`config.mk`:
```
export PLATFORM = sky130hd
export DESIGN_NAME = phy_ctrl_regs
export DESIGN_NICKNAME = d
export VERILOG_FILES = /design/src/common/mseq_pkg.sv /design/src/design/phy_ctrl_regs.sv /design/src/design/cmd_deser.sv
export SDC_FILE = /design/constraint.sdc
export NUM_CORES = 1
export LEC_CHECK = 0
export BUFFER_PORTS_ARGS = -buffer_cell sky130_fd_sc_hd__buf_2
export CELL_PAD_IN_SITES_DETAIL_PLACEMENT = 1
export CELL_PAD_IN_SITES_GLOBAL_PLACEMENT = 2
export CORE_UTILIZATION = 36
export CTS_CLUSTER_DIAMETER = 120
export CTS_CLUSTER_SIZE = 20
export DETAILED_ROUTE_END_ITERATION = 10
export MAX_ROUTING_LAYER = met4
export PLACE_DENSITY = 0.81
export SYNTH_ARGS = -nofsm -noshare
export SYNTH_HDL_FRONTEND = slang
export SYNTH_SLANG_ARGS = --single-unit
```
`constraint.sdc`:
```
create_clock -name mclk -period 2 [get_ports mclk]
set_input_delay 0.2 -clock mclk [delete_from_list [all_inputs] [get_ports mclk]]
set_output_delay 0.2 -clock mclk [all_outputs]
set_load 0.1 [all_outputs]
```
`src/common/mseq_pkg.sv`:
```
//////////////////////////////////////////////////////////////////////
// sequencer widths, command word and bus structs, command enums,
// control register map
//////////////////////////////////////////////////////////////////////
`default_nettype none

package mseq_pkg;

    localparam int SEQ_ADDR_W = 10;     // word address in one bank
    localparam int RUN_ADDR_W = 11;     // msb selects the bank
    localparam int CMD_WORD_W = 32;
    localparam int DDR_ADDR_W = 15;
    localparam int DDR_BA_W   = 3;
    localparam int PAUSE_W    = 10;     // nop pause length in addr[9:0]
    localparam int DONE_BIT   = 10;     // nop addr bit ending a sequence
    localparam int BUF_ADDR_W = 7;
    localparam int CHN_W      = 4;
    localparam int WBUF_DLY_W = 4;
    localparam int CTRL_AD_W  = 8;      // control channel byte

    // {ras, cas, we}, all active low
    typedef enum logic [2:0] {
        NOP       = 3'b111,
        ACTIVATE  = 3'b011,
        READ      = 3'b101,
        WRITE     = 3'b100,
        PRECHARGE = 3'b010,
        REFRESH   = 3'b001,
        MODE_SET  = 3'b000,
        ZQ_CAL    = 3'b110
    } ddr_cmd_e;

    // 0-bit register codes, address bits [3:1]; bit 0 carries the value
    typedef enum logic [2:0] {
        OP_CMDA_EN   = 3'd2,            // addresses 4/5
        OP_SDRST_ACT = 3'd3,            // addresses 6/7
        OP_CKE_EN    = 3'd4             // addresses 8/9
    } phy_op_e;

    typedef struct packed {
        logic [DDR_ADDR_W-1:0] addr;    // pause length and done flag in a nop
        logic [DDR_BA_W-1:0]   ba;
        ddr_cmd_e              cmd;
        logic                  odt;
        logic                  buf_rd;  // read strobe toward channel buffer
        logic                  buf_wr;  // write strobe, goes through delay line
        logic                  add_pause; // one extra nop cycle after this word
        logic [6:0]            rsvd;
    } cmd_word_t;

    typedef struct packed {
        ddr_cmd_e              cmd;
        logic [DDR_ADDR_W-1:0] addr;
        logic [DDR_BA_W-1:0]   ba;
        logic                  odt;
        logic                  cke;
    } ddr_bus_t;

    typedef struct packed {
        logic                  we;
        logic [SEQ_ADDR_W-1:0] addr;
        logic [CMD_WORD_W-1:0] data;
    } cmd_mem_wr_t;

    localparam logic [15:0] PHY_0BIT_ADDR   = 16'h020;
    localparam logic [15:0] PHY_0BIT_MASK   = 16'h3f0;
    localparam logic [15:0] PHY_16BIT_ADDR  = 16'h050;
    localparam logic [15:0] PHY_16BIT_MASK  = 16'h3f8;
    localparam logic [3:0]  REG16_WBUF_DELAY = 4'd2;

    localparam logic [WBUF_DLY_W-1:0] DFLT_WBUF_DELAY = 4'd6;

endpackage

`default_nettype wire
```
`src/design/phy_ctrl_regs.sv`:
```
//////////////////////////////////////////////////////////////////////
// control registers from 0-bit and 16-bit channel commands
//////////////////////////////////////////////////////////////////////
`timescale 1ns/1ps
`default_nettype none

module phy_ctrl_regs (
    input  wire logic                            mclk,
    input  wire logic                            rst,
    input  wire logic [mseq_pkg::CTRL_AD_W-1:0]  cmd_ad,
    input  wire logic                            cmd_stb,
    output logic                                 cmda_en,    // command outputs enabled
    output logic                                 ddr_reset,  // memory reset, active high
    output logic                                 cke,
    output logic      [mseq_pkg::WBUF_DLY_W-1:0] wbuf_delay
);

    logic [3:0]  addr0;
    logic        we0;
    logic [3:0]  addr16;
    logic [15:0] data16;
    logic        we16;

    cmd_deser #(
        .ADDR      (mseq_pkg::PHY_0BIT_ADDR),
        .ADDR_MASK (mseq_pkg::PHY_0BIT_MASK),
        .NUM_BYTES (2),
        .DATA_W    (0)
    ) deser_0bit_i (
        .mclk (mclk),
        .rst  (rst),
        .ad   (cmd_ad),
        .stb  (cmd_stb),
        .addr (addr0),
        .data (),                                   // no payload
        .we   (we0)
    );

    cmd_deser #(
        .ADDR      (mseq_pkg::PHY_16BIT_ADDR),
        .ADDR_MASK (mseq_pkg::PHY_16BIT_MASK),
        .NUM_BYTES (4),
        .DATA_W    (16)
    ) deser_16bit_i (
        .mclk (mclk),
        .rst  (rst),
        .ad   (cmd_ad),
        .stb  (cmd_stb),
        .addr (addr16),
        .data (data16),
        .we   (we16)
    );

    always_ff @(posedge mclk or posedge rst) begin
        if (rst) begin
            cmda_en   <= 1'b0;
            ddr_reset <= 1'b1;                      // memory held in reset
            cke       <= 1'b0;
        end else if (we0) begin
            case (mseq_pkg::phy_op_e'(addr0[3:1]))
                mseq_pkg::OP_CMDA_EN:   cmda_en   <= addr0[0];
                mseq_pkg::OP_SDRST_ACT: ddr_reset <= addr0[0];
                mseq_pkg::OP_CKE_EN:    cke       <= addr0[0];
                default: ;                          // other codes not kept
            endcase
        end
    end

    always_ff @(posedge mclk or posedge rst) begin
        if (rst) begin
            wbuf_delay <= mseq_pkg::DFLT_WBUF_DELAY;
        end else if (we16 && (addr16 == mseq_pkg::REG16_WBUF_DELAY)) begin
            wbuf_delay <= data16[mseq_pkg::WBUF_DLY_W-1:0]; // low bits only
        end
    end

endmodule

`default_nettype wire

```
`src/design/cmd_deser.sv`:
```
//////////////////////////////////////////////////////////////////////
// byte-serial command deserializer with masked address match
//////////////////////////////////////////////////////////////////////
`timescale 1ns/1ps
`default_nettype none

module cmd_deser #(
    parameter logic [15:0] ADDR      = 16'h0000,
    parameter logic [15:0] ADDR_MASK = 16'hffff,
    parameter int          NUM_BYTES = 2,       // address low/high plus data bytes
    parameter int          DATA_W    = 0
) (
    input  wire logic                           mclk,
    input  wire logic                           rst,
    input  wire logic [mseq_pkg::CTRL_AD_W-1:0] ad,
    input  wire logic                           stb,   // with address low byte
    output logic      [3:0]                     addr,
    output logic      [15:0]                    data,
    output logic                                we
);

    localparam int SR_W = NUM_BYTES * mseq_pkg::CTRL_AD_W;
    localparam logic [15:0] DATA_MASK = 16'((32'd1 << DATA_W) - 1);

    logic [SR_W-1:0]      sr;      // last NUM_BYTES bytes, oldest at bottom
    logic [31:0]          sr_ext;
    logic [NUM_BYTES-1:0] phase;   // stb travelling with the bytes

    always_ff @(posedge mclk) begin
        sr <= {ad, sr[SR_W-1:mseq_pkg::CTRL_AD_W]};
    end

    always_ff @(posedge mclk or posedge rst) begin
        if (rst) begin
            phase <= '0;
        end else begin
            phase <= {phase[NUM_BYTES-2:0], stb};
        end
    end

    assign sr_ext = 32'(sr);                          // no data bytes -> zeros above
    assign addr   = sr_ext[3:0];
    assign data   = sr_ext[31:16] & DATA_MASK;
    assign we     = phase[NUM_BYTES-1] &&
                    ((sr_ext[15:0] & ADDR_MASK) == (ADDR & ADDR_MASK));

    // commands do not overlap on the channel
    a_no_overlap: assert property (@(posedge mclk) disable iff (rst)
        stb |-> (phase[NUM_BYTES-2:0] == '0));

endmodule

`default_nettype wire

```
# Word level (Yosys, flattened, before mapping)

Cells that the tools add are included.

Word-level logic and storage cells: 20
Flip-flop bits (word level): 61
Output and inout bits: 7
Input bits: 11

Reduce and logical (&&, ||, !) cells: 6
Equality and inequality tests: 6

Operators by type and width:

| operator                                             | count |
|---|---|
| equality test 7 x 4 -> 1 bit (second input constant) | 1 |
| equality test 3 x 2 -> 1 bit (second input constant) | 2 |
| equality test 6 x 2 -> 1 bit (second input constant) | 1 |
| AND reduction 2 bit                                  | 3 |
| equality test 4 x 2 -> 1 bit (second input constant) | 1 |
| equality test 3 bit (second input constant)          | 1 |
| logical AND 1 bit                                    | 3 |

# Longest topological paths before layout

Gate-level depths: netlist of the first run.

Depth after elaboration: 3
Gate-level depth with buffers: 3

# Modules after synthesis

From an unflattened synthesis of the first run, not the netlist that was laid out.

Cell total of the unflattened synthesis: 123
Area, all modules: 1785.5 µm²

Modules (own cells, without submodules):

| module                     | seq. area each (µm²) | area an instance (µm²) | cells an instance | times used |
|---|---|---|---|---|
| cmd_deser at deser_16bit_i | 740.7                | 918.4                  | 60                | 1 |
| cmd_deser at deser_0bit_i  | 370.4                | 546.8                  | 43                | 1 |
| phy_ctrl_regs              | 178.9                | 320.3                  | 20                | 1 |

# Worst setup path before layout of the first run

Ideal clock, no wire load.

Path kind: reg2reg
Start: register deser_0bit_i.sr[6]
End: register cke
Library setup time: 0.125 ns
Stages on the path, launching flop included: 4
Arrival time: 1.424 ns
Slack: 0.450 ns
Cell sequence: dfxtp_1 > or4b_4 > nor4_2 > mux2_2

Cells in the longest elaborated chain, start to end: 3

RTL lines:

| item                          | line                | RTL |
|---|---|---|
| start, declared               | cmd_deser.sv:25     | `logic [SR_W-1:0] sr;` |
| start signal, assigned        | cmd_deser.sv:30     | `sr <= {ad, sr[SR_W-1:mseq_pkg::CTRL_AD_W]};` |
| equality test 6 x 2 -> 1 bit  | cmd_deser.sv:45     | `((sr_ext[15:0] & ADDR_MASK) == (ADDR & ADDR_MASK));` |
| logical AND 1 bit             | cmd_deser.sv:44     | `assign we = phase[NUM_BYTES-1] &&` |
| AND reduction 2 bit (no line) | -                   |  |
| end signal, assigned          | phy_ctrl_regs.sv:63 | `mseq_pkg::OP_CKE_EN: cke <= addr0[0];` |
| end, declared                 | phy_ctrl_regs.sv:14 | `output logic cke,` |

Every way passes these cells.
A chain may end at the register's enable or synchronous reset.

# Final worst setup path of the first run

Start: register deser_0bit_i.sr[6]
End: register cmda_en

Cells in the longest elaborated chain, start to end: 3

RTL lines:

| item                          | line                | RTL |
|---|---|---|
| equality test 6 x 2 -> 1 bit  | cmd_deser.sv:45     |  |
| logical AND 1 bit             | cmd_deser.sv:44     |  |
| AND reduction 2 bit (no line) | -                   |  |
| end signal, assigned          | phy_ctrl_regs.sv:61 | `mseq_pkg::OP_CMDA_EN: cmda_en <= addr0[0];` |
| end, declared                 | phy_ctrl_regs.sv:12 | `output logic cmda_en,` |

Every way passes these cells.

==> results.cfg, run 1 <==
[pwr]
pwr-share-comb_pct = 4.6
p_leak_uw = 0.0006234
powerDensity_mw_per_mm2 = 987.6
switching_share_pct = 21.54
power_frac_clock_pct = 27.8
vdd_drop_max_v = 0.0006170
power.total_uw = 1358
p_seq_share_pct = 67.6
p_int_uw = 1065
switchingPower_uw = 292.6

[setup_path]
path_delay_family = simple AND/OR/NAND/NOR gates
worstSetupEndpointType = flip-flop
worstSetupPathType = reg2reg
worstSetupStartpointType = flip-flop
crit_chain = or4b_4 > nor4_1 > mux2_1
path_buf_inv = 0
worstPathArrival_ps = 1850
crit_slowest_cell = or4b_4
max_stage_delay_ps = 550
cp.required_ps = 2210
crit_fanout = 3

[synthesis]
synthFlopType = dfxtp_1
synth_area_leader_cell = dfxtp_1
ys_warn_count = 0
synthArstFlopShare_pct = 25.58
synth-seq-cells = 43
ys_seq_area_share_pct = 83.81
synth.distinct_cells = 16
avgSynthCellArea_um2 = 17.42
post-synth-top-count-cell = dfxtp_1
synthTopCellsByCount = 32 x dfxtp_1, 8 x dfrtp_1, 5 x mux2_2
synth_fp_nets = 74
netlist_instances = 63
synth.area.top_cells = dfxtp_1 58%, dfrtp_1 18%, dfstp_2 7.2%
synth_top_cell_area_share_pct = 58.38
synth-edff-count = 0
syn_area_mm2 = 0.001097

[route]
first_iter_violations = 6
wl_um = 1695
wl_per_cell_um = 13.14
vias_per_cell = 4.481
vias = 578
ant_nets = 0
firstDrtPassIters = 3
drc = 0

[layout]
nFillCells = 289
diodes = 0
instances_no_fill = 129
area_growth_pct = 25.31
nNetsFinal = 108
drive_gt1_share_pct = 36.73
multi_input_area_um2 = 170.2
seq_area_um2 = 919.6

[sta]
rsz0062_at_grt = no
tns_ps = 0
hold_violations = 0
min_period_over_period_pct = 81.78
skew_ps = 10.20
fin_crit_ps = 1636
final_max_slew_viol_count = 0
slew_headroom_pct = 67.25
finalSetupViolCount = 0
fmax_ghz = 0.6114
tightest_slew_ps = 494.7

[min_path]
hp-class = reg2reg

[grt]
grt_pass1_vias = 616
grt_first_pass_wirelength_um = 2753
grt_usage_pct = 12.31
grt.overflow.total = 0
antenna_found_initial = 0
grt_max_degree = 14

[flow_run]
timing.max_cap.violations = 0

[status]
status = complete, no violations

[floorplanning]
die-area_mm2 = 0.003273
start_util_pct = 38.79
ios = 18
die_w_um = 57.21
die_y_um = 57.21
core_mm2 = 0.002829
row_count = 19

[clocking]
cts_buffer_depth = 2
tritoncts = yes
clk_pin_slew_ps = 110
cts_resized = 0
cts_buffers = 5
h-tree-depth = 2
root_buffer = clkbuf_4
clock_sinks = 43
insertion_delay_ps = 320

[placement]
place.gp.congestion = 0.7621
port-buffer-count = 17
placed_cells = 111
hpwl_um = 1167
-- path summary, 6_finish.rpt --
kind,cells past startpoint,from,slack [ps],endpoint
worst max-delay path,3,deser_0bit_i.sr[6]$_DFF_P_,360,cmda_en$_DFFE_PP0P_
worst min-delay path,0,deser_16bit_i.sr[14]$_DFF_P_,340,deser_16bit_i.sr[6]$_DFF_P_
worst max register to register,3,deser_0bit_i.sr[6]$_DFF_P_,360,cmda_en$_DFFE_PP0P_
worst min register to register,0,deser_16bit_i.sr[14]$_DFF_P_,340,deser_16bit_i.sr[6]$_DFF_P_
max in group asynchronous,3,rst,1270,ddr_reset$_DFFE_PP1P_
min in group asynchronous,3,rst,400,deser_16bit_i.phase[3]$_DFF_PP0_
-- layer usage --
metal	vias up	global-route usage, %	routed length [µm]
met2	9	22.18	976
met3	2	4.082	43
met5	-	-	0
met1	289	11.98	664
met4	0	5.226	10
li1	278	-	-
-- power groups by stage --
stage / clock network [µW] / logic [µW] / registers, µW
5_1_grt: 430 / 67.2 / 923
3_3_place_gp: 0 / 46.6 / 935
2_1_floorplan: 0 / 13.0 / 951
6_report: 377 / 62.7 / 918
4_1_cts: 395 / 63.0 / 919
3_5_place_dp: 0 / 48.1 / 938
-- kinds of logic after synthesis --
kind of cell           Yosys count  share of synthesized area [%]
buffers and inverters            2                         0.6844
multiplexers                     7                          7.183
flip-flops                      43                          83.81
AND/OR/NAND/NOR                 11                          8.324
-- registers in the layout, summed over array words and instances (netlist names) --
register / count
cke: 1
cmda_en: 1
ddr_reset: 1
deser_0bit_i.sr: 11
deser_16bit_i.phase: 4
deser_16bit_i.sr: 21
wbuf_delay: 4
-- cells in the final DEF (no fill, tap or decap), drive strengths merged --
cell         synthesis  layout
or4b                 1       1
dfxtp               32      32
nor4b                1       1
mux2                 7       7
clkinv               0       1
or2b                 1       1
or3b                 1       1
dfstp                3       3
buf                  0      17
dfrtp                8       8
clkbuf               0       6
clkinvlp             0       1
nor4                 3       3
nand2b               1       1
nor2                 1       1
dlygate4sd3          0      10
inv                  2       2
nand4                1       1
nor4bb               1       1
-- through the flow --
step | hold slack, ps | util, % | cell area, µm² | worst slack [ps]
2_1_floorplan | 50.29 | - | 1097 | 450.1
3_3_place_gp | 211.1 | 43.17 | 1221 | 379.7
3_5_place_dp | 228.1 | 43.17 | 1221 | 368.7
4_1_cts | 343.6 | 48.61 | 1375 | 345.7
5_1_grt | 338.4 | 48.61 | 1375 | 289.3
6_report | 336.2 | 48.61 | 1375 | 364.5
-- timing repair --
item	in CTS	in global routing
setup buffers	0	0
hold buffers	10	0
hold endpoints to repair	17	0
-- final cells by class --
class | instances | area share, %
Sequential cell | 43 | 66.88
Timing Repair Buffer | 27 | 13.47
Multi-Input combinational cell | 18 | 12.37
Clock buffer | 6 | 3.003
Tap cell | 31 | 2.821
Clock inverter | 2 | 0.9099
Inverter | 2 | 0.5460
(Power assumes the default switching activity.)
==> run 2, diff against run 1 <==
==> constraint.sdc (replaced) <==
create_clock -name mclk -period 1.55 [get_ports mclk]
set_input_delay 0.155 -clock mclk [delete_from_list [all_inputs] [get_ports mclk]]
set_output_delay 0.155 -clock mclk [all_outputs]
set_load 0.1 [all_outputs]
==> run 2 against run 1 <==
Effect of this change: via count shrank 1.4%; die area unchanged; clock power is 120% higher; total power rose by 56%; sequential power is 30% higher; critical path depth is the same; final cell count unchanged; setup slack worse by 360 ps; routed wire length grew 16%; clock skew decreased by 6.5 ps; combinational power grew 45%; first-iteration DRC count rose by 33%.
==> results.cfg, run 2 (same netlist as run 1, synthesis figures left out) <==
[min_path]
min_to = deser_16bit_i.sr[3]$_DFF_P_
min-delay-start = deser_16bit_i.sr[11]$_DFF_P_
hp-class = reg2reg
min_delay_path_depth = 0

[setup_path]
cp.required_ps = 1830
worstPathArrival_ps = 1820
worstSetupEndpointType = flip-flop
worstSetupStartpointType = flip-flop
startpoint = deser_0bit_i.sr[6]$_DFF_P_
r2r_slack_ps = 6
worst_r2r_path_depth = 3
r2r_end = ddr_reset$_DFFE_PP1P_
r2r_start = deser_0bit_i.sr[6]$_DFF_P_
worstSetupPathType = reg2reg
crit_fanout = 3

[route]
wl_per_cell_um = 15.20
vias = 570
wl_um = 1961
ant_nets = 0
first_iter_violations = 8
drc = 0
firstDrtPassIters = 4
vias_per_cell = 4.419

[floorplanning]
ios = 18
core_mm2 = 0.002829
row_count = 19
die-area_mm2 = 0.003273
die_w_um = 57.21
die_y_um = 57.21
start_util_pct = 38.79

[layout]
area_growth_pct = 34.44
multi_input_area_um2 = 222.7
drive_gt1_share_pct = 40.82
layout_commonest_cell = dfxtp_1
top_register = deser_16bit_i.sr
diodes = 0
final_area_mm2 = 0.001475
nFillCells = 276
nNetsFinal = 108
reg_top3 = deser_16bit_i.sr x21, deser_0bit_i.sr x11
largest_reg_flops = 21
seq_area_um2 = 919.6
final_cell_mix = 32 x dfxtp_1, 17 x buf_2, 10 x dlygate4sd3_1

[sta]
finalSetupViolCount = 0
rsz0062_at_grt = yes
slew_headroom_pct = 67.07
skew_ps = 3.741
fin_ws_ps = 6.498
tightest_slew_ps = 497.3
fin_crit_ps = 1544
hold_violations = 0
min_period_over_period_pct = 99.58
final_max_slew_viol_count = 0
fmax_ghz = 0.6479
tns_ps = 0

[clocking]
cts_setup_buffers = 0
cts_buffers = 5
root_buffer = clkbuf_4
tritoncts = yes
insertion_delay_ps = 340
clk_pin_slew_ps = 120
clock_sinks = 43
cts_buffer_depth = 2
h-tree-depth = 2

[flow_run]
timing.max_cap.violations = 0

[placement]
port-buffer-count = 17
place_ws_ps = -78.18
place.gp.congestion = 0.7617
place_area_mm2 = 0.001221

[status]
status = complete, no violations

[pwr]
vdd_drop_max_v = 0.0006857
powerDensity_mw_per_mm2 = 1434
p_leak_uw = 0.0006653

[grt]
antenna_found_initial = 0
grt_max_degree = 14
grt_usage_pct = 14.09
grt_pass1_vias = 631
grt.overflow.total = 0
grt_first_pass_wirelength_um = 3098
[run 2: how the worst max path moves through the flow]
stage	to	slack [ps]	cells after the start
floorplan	cke$_DFFE_PP0P_	0.1	3
CTS	cmda_en$_DFFE_PP0P_	-3	3
global route	cke$_DFFE_PP0P_	-30	3
finish	ddr_reset$_DFFE_PP1P_	6	3
detailed placement	cke$_DFFE_PP0P_	-80	3
global placement	cmda_en$_DFFE_PP0P_	-70	3
[run 2: area by class of cell]
type,instances,share of cell area [%]
inverters,2,0.5089
multi-input cells,18,15.10
repair buffers,27,12.55
clock buffers,6,2.799
flip-flops and latches,43,62.34
clock inverters,2,4.071
well taps,31,2.629
[run 2: report_power, final]
| group | internal, µW | switching (µW) |
|---|---|---|
| Clock | 503 | 333 |
| Sequential | 1160 | 24.0 |
| Combinational | 39.3 | 51.7 |
[run 2: what timing repair did]
action | CTS | global route
pin swaps | 4 | 1
endpoints found under the hold margin | 17 | 0
hold buffers | 10 | 0
setup endpoints to repair | 3 | 3
gates resized for setup | 7 | 2
[run 2: critical path: stages, from the launching register on]
cell and delay, ps:
dfxtp_1 330, or4b_4 600, nor4_4 230, mux2_4 330
[run 2: per-stage QoR]
| stage | instances | total power (µW) | hold slack, ps | util, % |
|---|---|---|---|---|
| finish | 129 | 2115 | 338.2 | 52.15 |
| global route | 129 | 2187 | 338.1 | 52.15 |
| CTS | 129 | 2129 | 341.2 | 51.88 |
| detailed placement | 111 | 1272 | 194.0 | 43.17 |
| global placement | 111 | 1266 | 166.1 | 43.17 |
| floorplan | 63 | 1243 | 5.292 | - |
[run 2: per-layer routing]
metal	GRT usage, %	vias to the layer above	part of all wire (%)
met4	6.620	0	1.3
met1	13.71	275	41
met2	24.37	13	54
li1	-	277	-
met3	5.669	5	3.9
met5	-	-	0
==> run 3, diff against run 2 <==
--- a/config.mk
+++ b/config.mk
@@ -12,6 +12,7 @@
 export CTS_CLUSTER_DIAMETER = 120
 export CTS_CLUSTER_SIZE = 20
 export DETAILED_ROUTE_END_ITERATION = 10
+export GPL_TIMING_DRIVEN = 0
 export MAX_ROUTING_LAYER = met4
 export PLACE_DENSITY = 0.81
 export SYNTH_ARGS = -nofsm -noshare
==> run 3 against run 2 <==
Effect of this change: clock power decreased by 38%; core utilization decreased by 1.6 points; non-clock buffer count unchanged; sequential cell count unchanged; critical path depth unchanged; fmax increased by 0.62%; final cell count unchanged; first-iteration DRC count decreased by 25%; clock skew increased by 8.2 ps; register-to-register slack about the same; total power decreased by 15%; die area unchanged; highest routed layer unchanged.
==> results.cfg, run 3 (same netlist as run 1, synthesis figures left out) <==
[status]
status = complete, no violations

[clocking]
h-tree-depth = 2
cts_buffers = 5
cts_setup_buffers = 0
clk_pin_slew_ps = 120
root_buffer = clkbuf_4
tritoncts = yes
clock_sinks = 43
cts_buffer_depth = 2
insertion_delay_ps = 340

[pwr]
p_leak_uw = 0.0006403
vdd_drop_max_v = 0.0008260
powerDensity_mw_per_mm2 = 1253

[setup_path]
cp.required_ps = 1790
crit_fanout = 3
worstSetupStartpointType = flip-flop
worstPathArrival_ps = 1770
crit_chain = or4b_4 > nor4_4 > mux2_4
worstSetupPathType = reg2reg
path_buf_inv = 0
max_stage_delay_ps = 590
worstSetupEndpointType = flip-flop
path_delay_family = simple AND/OR/NAND/NOR gates
crit_slowest_cell = or4b_4

[layout]
reg_top3 = deser_16bit_i.sr x21, deser_0bit_i.sr x11
nNetsFinal = 108
area_growth_pct = 30.22
instances_no_fill = 129
final_area_mm2 = 0.001429
top_register = deser_16bit_i.sr
drive_gt1_share_pct = 41.84
nFillCells = 271
layout_commonest_cell = dfxtp_1
final_cell_mix = 31 x dfxtp_1, 17 x buf_2, 10 x dlygate4sd3_1
diodes = 0
largest_reg_flops = 21

[route]
firstDrtPassIters = 4
wl_um = 1751
wl_per_cell_um = 13.57
vias_per_cell = 4.465
first_iter_violations = 6
drc = 0
ant_nets = 0
vias = 576

[placement]
place_area_mm2 = 0.001221
hpwl_um = 1063
place_ws_ps = -81.45
place.gp.congestion = 0.6541
placed_cells = 111
port-buffer-count = 17

[grt]
antenna_found_initial = 0
grt_max_degree = 15
grt.overflow.total = 0
grt_pass1_vias = 670
grt_usage_pct = 13.61
grt_first_pass_wirelength_um = 2980

[sta]
fmax_ghz = 0.6519
rsz0062_at_grt = yes
final_max_slew_viol_count = 0
skew_ps = 11.91
min_period_over_period_pct = 98.97
fin_ws_ps = 15.99
tightest_slew_ps = 491.6
tns_ps = 0
fin_crit_ps = 1534
slew_headroom_pct = 67.45
finalSetupViolCount = 0
hold_violations = 0

[floorplanning]
die_y_um = 57.21
core_mm2 = 0.002829
die_w_um = 57.21
ios = 18
row_count = 19
start_util_pct = 38.79
die-area_mm2 = 0.003273

[flow_run]
timing.max_cap.violations = 0

[min_path]
hp-class = reg2reg
run 3: cell types whose count changed in the layout (fill, tap and decap cells not counted), sizes merged:
cell / delta
bufinv: -2
clkbuf: -1
clkinv: +1
clkinvlp: +2
run 3: layout make-up:
cell class,count,area [µm²],area share [%]
Clock buffer,5,37.54,2.627
Clock inverter,3,20.02,1.401
Inverter,2,7.507,0.5254
Multi-Input combinational cell,18,219.0,15.32
Sequential cell,43,920.9,64.45
Tap cell,31,38.79,2.715
Timing Repair Buffer,27,185.2,12.96
run 3: what timing repair did:
action,CTS,global route
endpoints found under the setup margin,3,2
pin swaps,2,3
endpoints found under the hold margin,17,0
gates resized for setup,7,2
hold buffers,10,0
run 3: power by group:
part           switching, µW  total, µW  internal, µW
logic                   50.2       88.9          38.7
registers               22.8       1190          1160
clock network            342        515           173
run 3: worst reg2reg max path, cell delays in order (launching register included):
cell and delay [ps]:
dfxtp_2 340, or4b_4 590, nor4_4 180, mux2_4 330
run 3: stage by stage:
step	utilization (%)	power [µW]	hold slack (ps)
floorplan	-	1243	5.292
global placement	43.17	1266	163.1
detailed placement	43.17	1271	178.2
CTS	50.15	1813	328.1
global route	50.51	1874	328.5
finish	50.51	1791	330.7
run 3: per-layer routing:
layer | part of all wire, % | vias to the layer above | global-route usage, %
met2 | 54 | 11 | 22.69
met4 | 1.7 | 0 | 7.317
met1 | 41 | 282 | 13.62
li1 | - | 279 | -
met5 | 0 | - | -
met3 | 3.5 | 4 | 5.442
run 3: final timing paths:
| check | from | end | slack [ps] | cells past startpoint |
|---|---|---|---|---|
| worst min register to register | deser_16bit_i.sr[28]$_DFF_P_ | deser_0bit_i.sr[4]$_DFF_P_ | 330 | 0 |
| max in group asynchronous | rst | wbuf_delay[2]$_DFFE_PP1P_ | 880 | 3 |
| worst max register to register | deser_0bit_i.sr[9]$_DFF_P_ | cke$_DFFE_PP0P_ | 20 | 3 |
| min in group asynchronous | rst | deser_16bit_i.phase[3]$_DFF_PP0_ | 340 | 3 |
| worst min-delay path | deser_16bit_i.sr[28]$_DFF_P_ | deser_0bit_i.sr[4]$_DFF_P_ | 330 | 0 |
| worst max-delay path | deser_0bit_i.sr[9]$_DFF_P_ | cke$_DFFE_PP0P_ | 20 | 3 |
